--- src/hw/blimp_params.svh ---
//--------------------
// Blimp core parameters
// Widths and depths shared by the core and its testbench
//--------------------

`ifndef BLIMP_PARAMS_SVH
`define BLIMP_PARAMS_SVH

// Data and address width
`define BLIMP_XLEN 32

// Sequence number width, 2**bits instructions in flight
`define BLIMP_SEQ_BITS 3

// Width of the memory opaque tag
`define BLIMP_OPAQ_BITS 4

// Multiplier pipeline depth, 2 or more
`define BLIMP_MUL_STAGES 4

`endif

--- src/hw/blimp_pkg.sv ---
//--------------------
// Blimp core types
// Decoded opcodes and the packed bundles passed between units
//--------------------

`include "blimp_params.svh"

package blimp_pkg;

  // Decoded operation, anything unknown becomes a nop
  typedef enum logic [2:0] {
    OP_NOP,
    OP_ADD,
    OP_ADDI,
    OP_MUL,
    OP_LUI
  } op_e;

  //--------------------
  // Instruction memory
  //--------------------

  typedef struct packed {
    logic [`BLIMP_XLEN-1:0]      addr;
    logic [`BLIMP_OPAQ_BITS-1:0] opaque;
  } mem_req_t;

  typedef struct packed {
    logic [`BLIMP_XLEN-1:0]      data;
    logic [`BLIMP_OPAQ_BITS-1:0] opaque;
  } mem_resp_t;

  //--------------------
  // Pipeline
  //--------------------

  // Fetch to decode
  typedef struct packed {
    logic [`BLIMP_XLEN-1:0]     pc;
    logic [`BLIMP_XLEN-1:0]     inst;
    logic [`BLIMP_SEQ_BITS-1:0] seq;
  } f_d_t;

  // Decode to execute
  typedef struct packed {
    op_e                        op;
    logic [`BLIMP_XLEN-1:0]     op1;
    logic [`BLIMP_XLEN-1:0]     op2;
    logic [4:0]                 waddr;
    logic                       wen;
    logic [`BLIMP_XLEN-1:0]     pc;
    logic [`BLIMP_SEQ_BITS-1:0] seq;
  } d_x_t;

  // Execute to writeback
  typedef struct packed {
    logic [`BLIMP_XLEN-1:0]     pc;
    logic [`BLIMP_SEQ_BITS-1:0] seq;
    logic [4:0]                 waddr;
    logic                       wen;
    logic [`BLIMP_XLEN-1:0]     data;
  } x_w_t;

  //--------------------
  // Notifications
  //--------------------

  // Writeback to register file and scoreboard
  typedef struct packed {
    logic [4:0]             waddr;
    logic [`BLIMP_XLEN-1:0] wdata;
    logic                   wen;
    logic                   val;
  } complete_t;

  // In-order commit, also the trace record
  typedef struct packed {
    logic [`BLIMP_XLEN-1:0] pc;
    logic [4:0]             waddr;
    logic [`BLIMP_XLEN-1:0] wdata;
    logic                   wen;
    logic                   val;
  } commit_t;

endpackage

--- src/hw/fetch_unit.sv ---
//--------------------
// Fetch unit
// Sequential pc, one request outstanding, seq numbers freed by commit
//--------------------

`include "blimp_params.svh"

module fetch_unit import blimp_pkg::*; (
  input  logic      clk,
  input  logic      arst_n,
  output logic      mem_req_val,
  output mem_req_t  mem_req,
  input  logic      mem_req_rdy,
  input  logic      mem_resp_val,
  input  mem_resp_t mem_resp,
  output logic      mem_resp_rdy,
  output logic      f_d_val,
  output f_d_t      f_d,
  input  logic      f_d_rdy,
  input  commit_t   commit
);

  localparam logic [`BLIMP_SEQ_BITS:0] SEQ_CAP = 1 << `BLIMP_SEQ_BITS;

  logic [`BLIMP_XLEN-1:0]      pc_q;
  logic [`BLIMP_SEQ_BITS-1:0]  seq_q;
  logic [`BLIMP_SEQ_BITS:0]    inflight_q;
  logic [`BLIMP_OPAQ_BITS-1:0] opaq_q;
  logic                        req_out_q;
  logic                        f_d_val_q;
  logic                        buf_free;
  logic                        req_fire;
  logic                        resp_fire;
  logic                        f_d_fire;

  // Output buffer empty now or drained this cycle
  assign f_d_fire = f_d_val_q && f_d_rdy;
  assign buf_free = !f_d_val_q || f_d_rdy;

  // Request only when nothing is outstanding, a seq number is free and memory can take it
  assign mem_req_val = !req_out_q && buf_free && (inflight_q < SEQ_CAP) && mem_req_rdy;
  assign mem_req     = '{addr: pc_q, opaque: opaq_q};
  assign req_fire    = mem_req_val && mem_req_rdy;

  // Responses with a stale tag are dropped
  assign mem_resp_rdy = 1'b1;
  assign resp_fire    = mem_resp_val && req_out_q && (mem_resp.opaque == opaq_q);

  assign f_d_val = f_d_val_q;

  always_ff @(posedge clk or negedge arst_n) begin
    if (!arst_n) begin
      pc_q       <= '0;
      seq_q      <= '0;
      inflight_q <= '0;
      opaq_q     <= '0;
      req_out_q  <= 1'b0;
      f_d_val_q  <= 1'b0;
    end else begin
      if (req_fire) begin
        req_out_q <= 1'b1;
      end else if (resp_fire) begin
        req_out_q <= 1'b0;
      end
      // Next pc, seq and tag once the word is in
      if (resp_fire) begin
        pc_q   <= pc_q + `BLIMP_XLEN'(4);
        seq_q  <= seq_q + 1'b1;
        opaq_q <= opaq_q + 1'b1;
      end
      if (resp_fire) begin
        f_d_val_q <= 1'b1;
      end else if (f_d_fire) begin
        f_d_val_q <= 1'b0;
      end
      // Allocate on request, free on commit
      case ({req_fire, commit.val})
        2'b10:   inflight_q <= inflight_q + 1'b1;
        2'b01:   inflight_q <= inflight_q - 1'b1;
        default: inflight_q <= inflight_q;
      endcase
    end
  end

  // Held until decode takes it
  always_ff @(posedge clk) begin
    if (resp_fire) begin
      f_d <= '{pc: pc_q, inst: mem_resp.data, seq: seq_q};
    end
  end

endmodule

--- src/hw/decode_issue_unit.sv ---
//--------------------
// Decode and issue unit
// Register file, scoreboard and steering to the ALU or multiplier
//--------------------

`include "blimp_params.svh"

module decode_issue_unit import blimp_pkg::*; (
  input  logic      clk,
  input  logic      arst_n,
  input  logic      f_d_val,
  input  f_d_t      f_d,
  output logic      f_d_rdy,
  output logic      alu_val,
  output d_x_t      alu_op,
  output logic      mul_val,
  output d_x_t      mul_op,
  input  complete_t complete
);

  localparam int unsigned OCC_W = `BLIMP_MUL_STAGES - 1;

  logic [`BLIMP_XLEN-1:0] regfile [32];
  logic [31:0]            pending_q;
  logic [OCC_W-1:0]       mul_occ_q;

  logic [6:0]             opcode;
  logic [4:0]             rd;
  logic [2:0]             funct3;
  logic [4:0]             rs1;
  logic [4:0]             rs2;
  logic [6:0]             funct7;
  op_e                    op;
  logic                   uses_rs1;
  logic                   uses_rs2;
  logic                   wen;
  logic [`BLIMP_XLEN-1:0] rs1_data;
  logic [`BLIMP_XLEN-1:0] rs2_data;
  logic [`BLIMP_XLEN-1:0] imm_i;
  logic [`BLIMP_XLEN-1:0] imm_u;
  logic [`BLIMP_XLEN-1:0] op2;
  logic                   hazard;
  logic                   alu_block;
  logic                   issue;
  d_x_t                   issue_op;
  logic [31:0]            set_mask;
  logic [31:0]            clr_mask;

  //--------------------
  // Decode
  //--------------------

  assign opcode = f_d.inst[6:0];
  assign rd     = f_d.inst[11:7];
  assign funct3 = f_d.inst[14:12];
  assign rs1    = f_d.inst[19:15];
  assign rs2    = f_d.inst[24:20];
  assign funct7 = f_d.inst[31:25];

  always_comb begin
    op = OP_NOP;
    case (opcode)
      // R-type, add or mul by funct7
      7'b0110011: begin
        if (funct3 == 3'b000 && funct7 == 7'b0000000) begin
          op = OP_ADD;
        end else if (funct3 == 3'b000 && funct7 == 7'b0000001) begin
          op = OP_MUL;
        end
      end
      7'b0010011: begin
        if (funct3 == 3'b000) begin
          op = OP_ADDI;
        end
      end
      7'b0110111: op = OP_LUI;
      default:    op = OP_NOP;
    endcase
  end

  assign uses_rs1 = (op == OP_ADD) || (op == OP_ADDI) || (op == OP_MUL);
  assign uses_rs2 = (op == OP_ADD) || (op == OP_MUL);
  // No write for nops or x0
  assign wen      = (op != OP_NOP) && (rd != 5'd0);

  // Register read, x0 hardwired
  assign rs1_data = (rs1 == 5'd0) ? '0 : regfile[rs1];
  assign rs2_data = (rs2 == 5'd0) ? '0 : regfile[rs2];

  // I-type sign extended, U-type left unshifted for the ALU
  assign imm_i = {{(`BLIMP_XLEN-12){f_d.inst[31]}}, f_d.inst[31:20]};
  assign imm_u = {{(`BLIMP_XLEN-20){1'b0}}, f_d.inst[31:12]};

  always_comb begin
    case (op)
      OP_ADDI: op2 = imm_i;
      OP_LUI:  op2 = imm_u;
      default: op2 = rs2_data;
    endcase
  end

  //--------------------
  // Issue
  //--------------------

  // Completing registers still pending this cycle
  assign hazard = (uses_rs1 && pending_q[rs1]) ||
                  (uses_rs2 && pending_q[rs2]) ||
                  (wen && pending_q[rd]);

  // ALU result would land with a multiplier result
  assign alu_block = (op != OP_MUL) && mul_occ_q[OCC_W-1];

  assign f_d_rdy = !hazard && !alu_block;
  assign issue   = f_d_val && f_d_rdy;

  assign issue_op = '{op: op, op1: rs1_data, op2: op2, waddr: rd, wen: wen,
                      pc: f_d.pc, seq: f_d.seq};

  // Nops ride the ALU so they still reach the reorder buffer
  assign alu_val = issue && (op != OP_MUL);
  assign mul_val = issue && (op == OP_MUL);
  assign alu_op  = issue_op;
  assign mul_op  = issue_op;

  //--------------------
  // State
  //--------------------

  always_ff @(posedge clk) begin
    if (complete.val && complete.wen) begin
      regfile[complete.waddr] <= complete.wdata;
    end
  end

  assign set_mask = (issue && wen) ? (32'd1 << rd) : '0;
  assign clr_mask = (complete.val && complete.wen) ? (32'd1 << complete.waddr) : '0;

  always_ff @(posedge clk or negedge arst_n) begin
    if (!arst_n) begin
      pending_q <= '0;
      mul_occ_q <= '0;
    end else begin
      pending_q <= (pending_q & ~clr_mask) | set_mask;
      // Bit i set when a mul issued i+1 cycles ago
      mul_occ_q <= (mul_occ_q << 1) | OCC_W'(mul_val);
    end
  end

endmodule

--- src/hw/alu_unit.sv ---
//--------------------
// ALU pipe
// One-cycle add, addi and lui with a registered result
//--------------------

`include "blimp_params.svh"

module alu_unit import blimp_pkg::*; (
  input  logic clk,
  input  logic arst_n,
  input  logic alu_val,
  input  d_x_t alu_op,
  output logic alu_res_val,
  output x_w_t alu_res
);

  logic [`BLIMP_XLEN-1:0] result;

  always_comb begin
    case (alu_op.op)
      // Immediate already sits in op2 for addi
      OP_ADD, OP_ADDI: result = alu_op.op1 + alu_op.op2;
      OP_LUI:          result = alu_op.op2 << 12;
      default:         result = '0;
    endcase
  end

  always_ff @(posedge clk or negedge arst_n) begin
    if (!arst_n) begin
      alu_res_val <= 1'b0;
    end else begin
      alu_res_val <= alu_val;
    end
  end

  // Tag fields travel with the result
  always_ff @(posedge clk) begin
    if (alu_val) begin
      alu_res <= '{pc: alu_op.pc, seq: alu_op.seq, waddr: alu_op.waddr,
                   wen: alu_op.wen, data: result};
    end
  end

endmodule

--- src/hw/pipelined_multiplier.sv ---
//--------------------
// Multiplier pipe
// Fixed-depth pipeline, one new operation per cycle
//--------------------

`include "blimp_params.svh"

module pipelined_multiplier import blimp_pkg::*; (
  input  logic clk,
  input  logic arst_n,
  input  logic mul_val,
  input  d_x_t mul_op,
  output logic mul_res_val,
  output x_w_t mul_res
);

  localparam int unsigned STAGES = `BLIMP_MUL_STAGES;

  logic [`BLIMP_XLEN-1:0] product;
  logic [STAGES-1:0]      val_q;
  x_w_t                   stage_q [STAGES];

  // Low word of the product only
  assign product = mul_op.op1 * mul_op.op2;

  //--------------------
  // Valid chain
  //--------------------

  always_ff @(posedge clk or negedge arst_n) begin
    if (!arst_n) begin
      val_q <= '0;
    end else begin
      val_q <= {val_q[STAGES-2:0], mul_val};
    end
  end

  //--------------------
  // Data stages
  //--------------------

  always_ff @(posedge clk) begin
    // First stage forms the product
    if (mul_val) begin
      stage_q[0] <= '{pc: mul_op.pc, seq: mul_op.seq, waddr: mul_op.waddr,
                      wen: mul_op.wen, data: product};
    end
    // Later stages only move data along
    for (int i = 1; i < STAGES; i++) begin
      if (val_q[i-1]) begin
        stage_q[i] <= stage_q[i-1];
      end
    end
  end

  assign mul_res_val = val_q[STAGES-1];
  assign mul_res     = stage_q[STAGES-1];

endmodule

--- src/hw/writeback_commit_unit.sv ---
//--------------------
// Writeback and commit unit
// Completes results as they arrive, commits them in sequence order
//--------------------

`include "blimp_params.svh"

module writeback_commit_unit import blimp_pkg::*; (
  input  logic      clk,
  input  logic      arst_n,
  input  logic      alu_res_val,
  input  x_w_t      alu_res,
  input  logic      mul_res_val,
  input  x_w_t      mul_res,
  output complete_t complete,
  output commit_t   commit
);

  localparam int unsigned DEPTH = 1 << `BLIMP_SEQ_BITS;

  logic                       res_val;
  x_w_t                       sel;
  x_w_t                       rob_q [DEPTH];
  logic [DEPTH-1:0]           done_q;
  logic [`BLIMP_SEQ_BITS-1:0] head_q;
  logic                       head_done;
  logic                       bypass;
  logic                       head_ready;
  x_w_t                       head_ent;
  logic [DEPTH-1:0]           done_set;
  logic [DEPTH-1:0]           done_clr;
  logic                       commit_val_q;
  x_w_t                       commit_ent_q;

  //--------------------
  // Completion
  //--------------------

  // Decode keeps the two pipes from finishing together
  assign res_val = alu_res_val || mul_res_val;
  assign sel     = alu_res_val ? alu_res : mul_res;

  assign complete = '{waddr: sel.waddr, wdata: sel.data, wen: sel.wen, val: res_val};

  //--------------------
  // Reorder buffer
  //--------------------

  assign head_done = done_q[head_q];
  // Head result arriving now commits without a stop in the buffer
  assign bypass     = res_val && (sel.seq == head_q);
  assign head_ready = head_done || bypass;
  assign head_ent   = head_done ? rob_q[head_q] : sel;

  assign done_set = (res_val && !bypass) ? (DEPTH'(1) << sel.seq) : '0;
  assign done_clr = head_done ? (DEPTH'(1) << head_q) : '0;

  always_ff @(posedge clk) begin
    if (res_val && !bypass) begin
      rob_q[sel.seq] <= sel;
    end
  end

  always_ff @(posedge clk or negedge arst_n) begin
    if (!arst_n) begin
      done_q       <= '0;
      head_q       <= '0;
      commit_val_q <= 1'b0;
    end else begin
      done_q       <= (done_q & ~done_clr) | done_set;
      commit_val_q <= head_ready;
      if (head_ready) begin
        head_q <= head_q + 1'b1;
      end
    end
  end

  //--------------------
  // Commit
  //--------------------

  always_ff @(posedge clk) begin
    if (head_ready) begin
      commit_ent_q <= head_ent;
    end
  end

  assign commit = '{pc: commit_ent_q.pc, waddr: commit_ent_q.waddr,
                    wdata: commit_ent_q.data, wen: commit_ent_q.wen,
                    val: commit_val_q};

endmodule

--- src/hw/blimp_top.sv ---
//--------------------
// Blimp core top
// Fetch, decode, two execute pipes and commit, with a trace output
//--------------------

module blimp_top import blimp_pkg::*; (
  input  logic      clk,
  input  logic      arst_n,
  output logic      mem_req_val,
  output mem_req_t  mem_req,
  input  logic      mem_req_rdy,
  input  logic      mem_resp_val,
  input  mem_resp_t mem_resp,
  output logic      mem_resp_rdy,
  output commit_t   inst_trace
);

  //--------------------
  // Internal paths
  //--------------------

  logic      f_d_val;
  f_d_t      f_d;
  logic      f_d_rdy;
  logic      alu_val;
  d_x_t      alu_op;
  logic      mul_val;
  d_x_t      mul_op;
  logic      alu_res_val;
  x_w_t      alu_res;
  logic      mul_res_val;
  x_w_t      mul_res;
  complete_t complete;
  commit_t   commit;

  // Commit stream doubles as the trace
  assign inst_trace = commit;

  //--------------------
  // Units
  //--------------------

  fetch_unit u_fetch (
    .clk          (clk),
    .arst_n       (arst_n),
    .mem_req_val  (mem_req_val),
    .mem_req      (mem_req),
    .mem_req_rdy  (mem_req_rdy),
    .mem_resp_val (mem_resp_val),
    .mem_resp     (mem_resp),
    .mem_resp_rdy (mem_resp_rdy),
    .f_d_val      (f_d_val),
    .f_d          (f_d),
    .f_d_rdy      (f_d_rdy),
    .commit       (commit)
  );

  decode_issue_unit u_decode (
    .clk      (clk),
    .arst_n   (arst_n),
    .f_d_val  (f_d_val),
    .f_d      (f_d),
    .f_d_rdy  (f_d_rdy),
    .alu_val  (alu_val),
    .alu_op   (alu_op),
    .mul_val  (mul_val),
    .mul_op   (mul_op),
    .complete (complete)
  );

  alu_unit u_alu (
    .clk         (clk),
    .arst_n      (arst_n),
    .alu_val     (alu_val),
    .alu_op      (alu_op),
    .alu_res_val (alu_res_val),
    .alu_res     (alu_res)
  );

  pipelined_multiplier u_mul (
    .clk         (clk),
    .arst_n      (arst_n),
    .mul_val     (mul_val),
    .mul_op      (mul_op),
    .mul_res_val (mul_res_val),
    .mul_res     (mul_res)
  );

  writeback_commit_unit u_wb (
    .clk         (clk),
    .arst_n      (arst_n),
    .alu_res_val (alu_res_val),
    .alu_res     (alu_res),
    .mul_res_val (mul_res_val),
    .mul_res     (mul_res),
    .complete    (complete),
    .commit      (commit)
  );

endmodule

--- config.mk ---
export PLATFORM = sky130hd
export DESIGN_NAME = blimp_top
export DESIGN_NICKNAME = d
export VERILOG_FILES = /design/src/hw/blimp_pkg.sv /design/src/hw/fetch_unit.sv /design/src/hw/decode_issue_unit.sv /design/src/hw/alu_unit.sv /design/src/hw/pipelined_multiplier.sv /design/src/hw/writeback_commit_unit.sv /design/src/hw/blimp_top.sv
export VERILOG_INCLUDE_DIRS = /design/src /design/src/hw
export SDC_FILE = /design/constraint.sdc
export NUM_CORES = 2
export LEC_CHECK = 0
export BUFFER_PORTS_ARGS = -buffer_cell sky130_fd_sc_hd__buf_4
export CORE_ASPECT_RATIO = 1.1
export CORE_MARGIN = 1.5
export CORE_UTILIZATION = 58
export CTS_CLUSTER_DIAMETER = 200
export CTS_CLUSTER_SIZE = 14
export DETAILED_ROUTE_END_ITERATION = 8
export PLACE_DENSITY = 0.86
export SLEW_MARGIN = 30
export SYNTH_ARGS = -nofsm -noshare
export SYNTH_HDL_FRONTEND = slang
export SYNTH_HIERARCHICAL = 1
export SYNTH_SLANG_ARGS = --single-unit
--- constraint.sdc ---
create_clock -name clk -period 10.45 [get_ports clk]
set_input_delay 1.5675 -clock clk [delete_from_list [all_inputs] [get_ports clk]]
set_output_delay 1.5675 -clock clk [all_outputs]
set_load 0.005 [all_outputs]
=== Word level (Yosys, flattened, before mapping) ===
Memory sizes are Yosys's and may differ from the RTL's. A register that Yosys moved wholly into a read port is not among the register bits.
Cells that the tools add are included.

* Register bits after elaboration: 307
* Bits in writable memories: 1,900
* Output and inout bits: 109
* Logic and storage cells: 150
* Memories: 3

{| class="wikitable"
|+ Memories
! memory !! words !! width !! read ports !! clocked after Yosys merged registers in !! write ports !! RTL line !! source
|-
| u_decode.regfile || 32 || 32 || 2 || 2 || 1 || decode_issue_unit.sv:23 || <nowiki>logic [`BLIMP_XLEN-1:0] regfile [32];</nowiki>
|-
| u_wb.rob_q || 8 || 73 || 1 || 0 || 1 || writeback_commit_unit.sv:23 || <nowiki>x_w_t rob_q [DEPTH];</nowiki>
|-
| u_mul.stage_q || 4 || 73 || 4 || 0 || 4 || pipelined_multiplier.sv:21 || <nowiki>x_w_t stage_q [STAGES];</nowiki>
|}

* Add/subtract/negate cells: 7
* Multipliers: 1
* Magnitude comparators: 5
* Equality and inequality tests: 13
* Shifts and indexed selects: 4
* Mux-type cells: 41
* Bitwise gates (word level): 7
* Reduce and logical (&&, ||, !) cells: 44

{| class="wikitable"
|+ Operators by type and width
! cell !! number
|-
| 73-bit two-way mux || 2
|-
| 32-bit two-way mux || 4
|-
| 32-bit case mux with 2 select lines || 2
|-
| 1-bit by 5-bit left shift with 32-bit output (first input constant) || 2
|-
| 32-bit by 3-bit adder with 32-bit output (second input constant) || 1
|-
| 32-bit adder || 1
|-
| 32-bit AND || 1
|-
| 32-bit by 32-bit multiplier with 32-bit output || 1
|-
| 32-bit NOT || 1
|-
| 32-bit bitwise OR || 1
|-
| 1-bit logical AND || 21
|-
| 1-bit two-way mux || 20
|-
| 5-bit by 6-bit < comparator with 1-bit output (second input constant) || 3
|-
| 8-bit two-way mux || 2
|-
| 1-bit by 3-bit left shift with 8-bit output (first input constant) || 2
|-
| 1-bit binary-select mux with 5-bit select || 3
|-
| 7-bit by 6-bit equality test with 1-bit output (second input constant) || 2
|-
| 5-bit zero test || 2
|-
| 5-bit two-way mux || 2
|-
| 3-bit case mux with 3 select lines || 1
|-
| 4-bit by 1-bit adder with 4-bit output (second input constant) || 2
|-
| 8-bit AND || 1
|-
| 1-bit logical OR || 8
|-
| 8-bit NOT || 1
|-
| other kinds (27) || 36
|}

=== Logic depth before layout (Yosys ltp) ===
* Depth after elaboration: 20
* Gate-level depth with buffers: 37

=== Hierarchy ===
The synthesis kept the hierarchy.

{| class="wikitable"
|+ By module, submodules not included
! module !! instances !! cells an instance !! area each (um^2) !! seq. area each (um^2)
|-
| decode_issue_unit || 1 || 2,885 || 51,315.5 || 31,625.3
|-
| writeback_commit_unit || 1 || 1,237 || 25,648.3 || 19,218.4
|-
| pipelined_multiplier || 1 || 2,008 || 24,677.4 || 8,868.5
|-
| fetch_unit || 1 || 270 || 4,321.6 || 3,027.9
|-
| alu_unit || 1 || 373 || 4,227.8 || 2,217.1
|}

=== Least setup slack after synthesis ===
No wires, ideal clock.

* Kind: register -> register
* Start: register, netlist name u_fetch/f_d[23]
* End: register u_decode.mul_occ_q[0]
* Setup time: 892 ps
* Arrival: 9,433 ps
* Required time: 9,558 ps
* Setup slack: 125 ps
* Stages on the path, launching flop included: 7
* Path buffers: 1
* Period minus slack after synthesis: 10,325 ps
* Cells stage by stage: edfxtp_1 buf_2 mux4_2 or3b_2 o311ai_1 o32ai_4 nor4b_1

* Word-level cells in the longest chain between the ends: 10

{| class="wikitable"
|+ Ends and longest elaborated chain
! item !! RTL line !! source
|-
| 1-bit binary-select mux with 5-bit select || decode_issue_unit.sv:108 || <nowiki>(uses_rs2 && pending_q[rs2]) ||</nowiki>
|-
| 1-bit two-way mux (implied by the code) || decode_issue_unit.sv:108 ||
|-
| 1-bit logical AND || decode_issue_unit.sv:108 ||
|-
| 1-bit logical OR || decode_issue_unit.sv:107 || <nowiki>assign hazard = (uses_rs1 && pending_q[rs1]) ||</nowiki>
|-
| 1-bit logical OR || decode_issue_unit.sv:108 ||
|-
| 1-bit zero test || decode_issue_unit.sv:114 || <nowiki>assign f_d_rdy = !hazard && !alu_block;</nowiki>
|-
| 1-bit logical AND || decode_issue_unit.sv:114 ||
|-
| 1-bit logical AND || decode_issue_unit.sv:115 || <nowiki>assign issue = f_d_val && f_d_rdy;</nowiki>
|-
| 1-bit logical AND || decode_issue_unit.sv:122 || <nowiki>assign mul_val = issue && (op == OP_MUL);</nowiki>
|-
| named net mul_val || blimp_top.sv:27 || <nowiki>logic mul_val;</nowiki>
|-
| 3-bit by 1-bit bitwise OR with 3-bit output || decode_issue_unit.sv:146 || <nowiki>mul_occ_q <= (mul_occ_q << 1) | OCC_W'(mul_val);</nowiki>
|-
| end signal: assignment || decode_issue_unit.sv:146 ||
|-
| end: declaration || decode_issue_unit.sv:25 || <nowiki>logic [OCC_W-1:0] mul_occ_q;</nowiki>
|}

The timed path passes the listed nets, and every way through them passes these cells. The select of a mux whose other input is x is not followed.
A chain may end at the register's enable or synchronous reset.

==> metrics.yaml <==
placement:
  placed_cell_area_mm2: 0.114
  dp_hpwl_um: 187000
  gp_congestion: 0.950
  portBuffers: 145
drt:
  first_pass_iters: 6
  drt_first_iter_violations: 10800
  vias: 67000
  wl_per_cell_um: 34.8
  vias_per_cell: 7.20
  drc: 0
  drt_wl_total_um: 324000
  antenna_left: 0
clock_tree:
  cts.htree.levels: 4
  clk_pin_slew_ps: 70
  cts-buffers-inserted: 174
  cts_setup_buffers: 0
  clockBufferDepth: 3
  cts_tree: "built"
  clock-sinks: 2179
  clkLatencyLatePin_ps: 880
  cts_root_buf: "clkbuf_16"
  ctsResizeCount: 0
  cts-hold-fix-buffers: 0
global_route:
  gr-total-overflow: 0
  grt_max_degree: 134
  grtUsageTotal_pct: 33.7
  grt_pass1_wl_um: 467000
  grt_antenna_before_repair: 16
  grt_pass1_vias: 69400
floorplan:
  start_util_pct: 58.5
  coreArea_mm2: 0.188
  dieArea_mm2: 0.193
  die_y_um: 460
  die_x_um: 419
  rows: 167
  ioPinCount: 149
power:
  peakVddDrop_v: 0.00401
  p_per_area_mw_per_mm2: 336
  switchingPower_mw: 16.4
  clkPwrFrac_pct: 15.4
  pwr-share-comb_pct: 57.0
  p_sw_share_pct: 41.2
  p_leak_nw: 41.3
  power_mw: 39.9
  internal_power_mw: 23.4
  p_seq_share_pct: 27.6
synthesis:
  synthCells: 6770
  syn_area_per_cell_um2: 16.3
  yosys_warnings: 6
  synth_area_mm2: 0.110
setup_path:
  r2r-end: "u_mul/stage_q[0][31]$_DFFE_PP_"
  slowest_delay_ps: 870
  cp_slowest_cell: "or2_4"
  cp_max_fo: 56
  setup.worst_path.class: "flop to flop"
  worstSetupStartpointType: "flop"
  cp.depth: 27
  rrSetupSlack_ps: 550
  critPathBufInv: 5
  endpoint: "u_mul/stage_q[0][31]$_DFFE_PP_"
  crit_top_cell: "fa_1"
  endpoint_kind: "flop"
  critPathLaunch: "u_fetch/f_d[19]$_DFFE_PP_"
  cp.required_ps: 11030
  critPathTopFamily: "adder cells"
  reg2reg_from: "u_fetch/f_d[19]$_DFFE_PP_"
  reg2regPathDepth: 27
  arrival_ps: 10480
sta:
  slew-limit-headroom_pct: 23.6
  slew_viol_final: 0
  worst_pin_slew_ps: 1140
  setup-violations-final: 0
  fmax_mhz: 101
  layout_min_cycle_time_ps: 9900
  fin_skew_ps: 75.0
  rsz0062_at_grt: "no"
  finalCritPeriodShare_pct: 94.7
  fin_tns_setup_ps: 0
  hold_viol: 0
final_layout:
  fillCellCount: 12300
  final_area_mm2: 0.119
  seqCellArea_mm2: 0.0650
  nNetsFinal: 7322
  fin_util_pct: 62.9
  syn_to_final_growth_pct: 7.62
  multi_input_area_mm2: 0.0411
  drive_above_1_share_pct: 20.3
run:
  maxCapViolCount: 0
outcome:
  status: "completed"
worst_hold_path:
  hold_path.class: "flop to flop"
registers in the layout, indices dropped and copies added, names as in the netlist, 3 cells and up:
signal	cells
u_decode/regfile	1024
u_wb/rob_q	560
u_mul/stage_q	292
u_alu/alu_res	73
u_wb/commit	70
u_fetch/f_d	65
u_decode/pending_q	32
u_fetch/pc_q	30
u_wb/done_q	8
u_fetch/inflight_q	4
u_fetch/opaq_q	4
u_mul/val_q	4
u_decode/mul_occ_q	3
u_fetch/seq_q	3
u_wb/head_q	3
layout by cell type, fill, tap and decap left out, types with 110 or more instances in the layout:
cell type / instances
nand2_1: 341
a21oi_1: 121
fa_1: 410
buf_4: 315
inv_1: 384
ha_1: 166
o221ai_1: 132
nor2_1: 110
mux4_2: 609
and2_1: 375
edfxtp_1: 2084
clkbuf_16: 175
o21ai_0: 146
mux2i_1: 376
routing by layer:
layer | vias up | GRT usage, % | routed length [µm]
met5 | - | 0.101 | 108
met4 | 16 | 24.2 | 28600
met3 | 1748 | 9.49 | 43300
met2 | 6215 | 53.0 | 151000
met1 | 33600 | 40.1 | 101000
li1 | 25400 | - | -
power by group through the flow:
stage          clock [mW]  combinational, mW  sequential, mW
2_1_floorplan           0               16.4            11.1
5_1_grt              6.44               24.6            11.0
4_1_cts              6.16               22.7            11.0
3_3_place_gp            0               21.7            11.2
3_5_place_dp            0               22.4            11.2
6_report             6.15               22.7            11.0
layout make-up:
type / instances / share of cell area [%]
Antenna cell: 13 / 0.0274
Tap cell: 2535 / 2.68
Timing Repair Buffer: 344 / 2.47
Clock buffer: 215 / 3.82
Sequential cell: 2179 / 54.8
Multi-Input combinational cell: 3618 / 34.7
Inverter: 389 / 1.24
Clock inverter: 15 / 0.302
metrics by stage:
step           hold slack (ps)  worst slack (ps)  instances
2_1_floorplan              331               125       6773
4_1_cts                    345               744       9293
5_1_grt                    343               290       9297
3_3_place_gp               333               834       9059
6_report                   317               553       9308
3_5_place_dp               335               715       9063
worst min path at each step:
stage	from	endpoint	slack, ps	cells past startpoint
2_1_floorplan	u_decode/mul_occ_q[0]$_DFF_PN0_	u_decode/mul_occ_q[1]$_DFF_PN0_	330	0
3_3_place_gp	u_decode/mul_occ_q[0]$_DFF_PN0_	u_decode/mul_occ_q[1]$_DFF_PN0_	330	0
3_5_place_dp	u_decode/mul_occ_q[1]$_DFF_PN0_	u_decode/mul_occ_q[2]$_DFF_PN0_	330	0
4_1_cts	u_decode/mul_occ_q[1]$_DFF_PN0_	u_decode/mul_occ_q[2]$_DFF_PN0_	350	0
5_1_grt	u_decode/mul_occ_q[1]$_DFF_PN0_	u_decode/mul_occ_q[2]$_DFF_PN0_	340	0
6_report	u_decode/mul_occ_q[1]$_DFF_PN0_	u_decode/mul_occ_q[2]$_DFF_PN0_	320	0
Power figures use the tool's default switching activity.
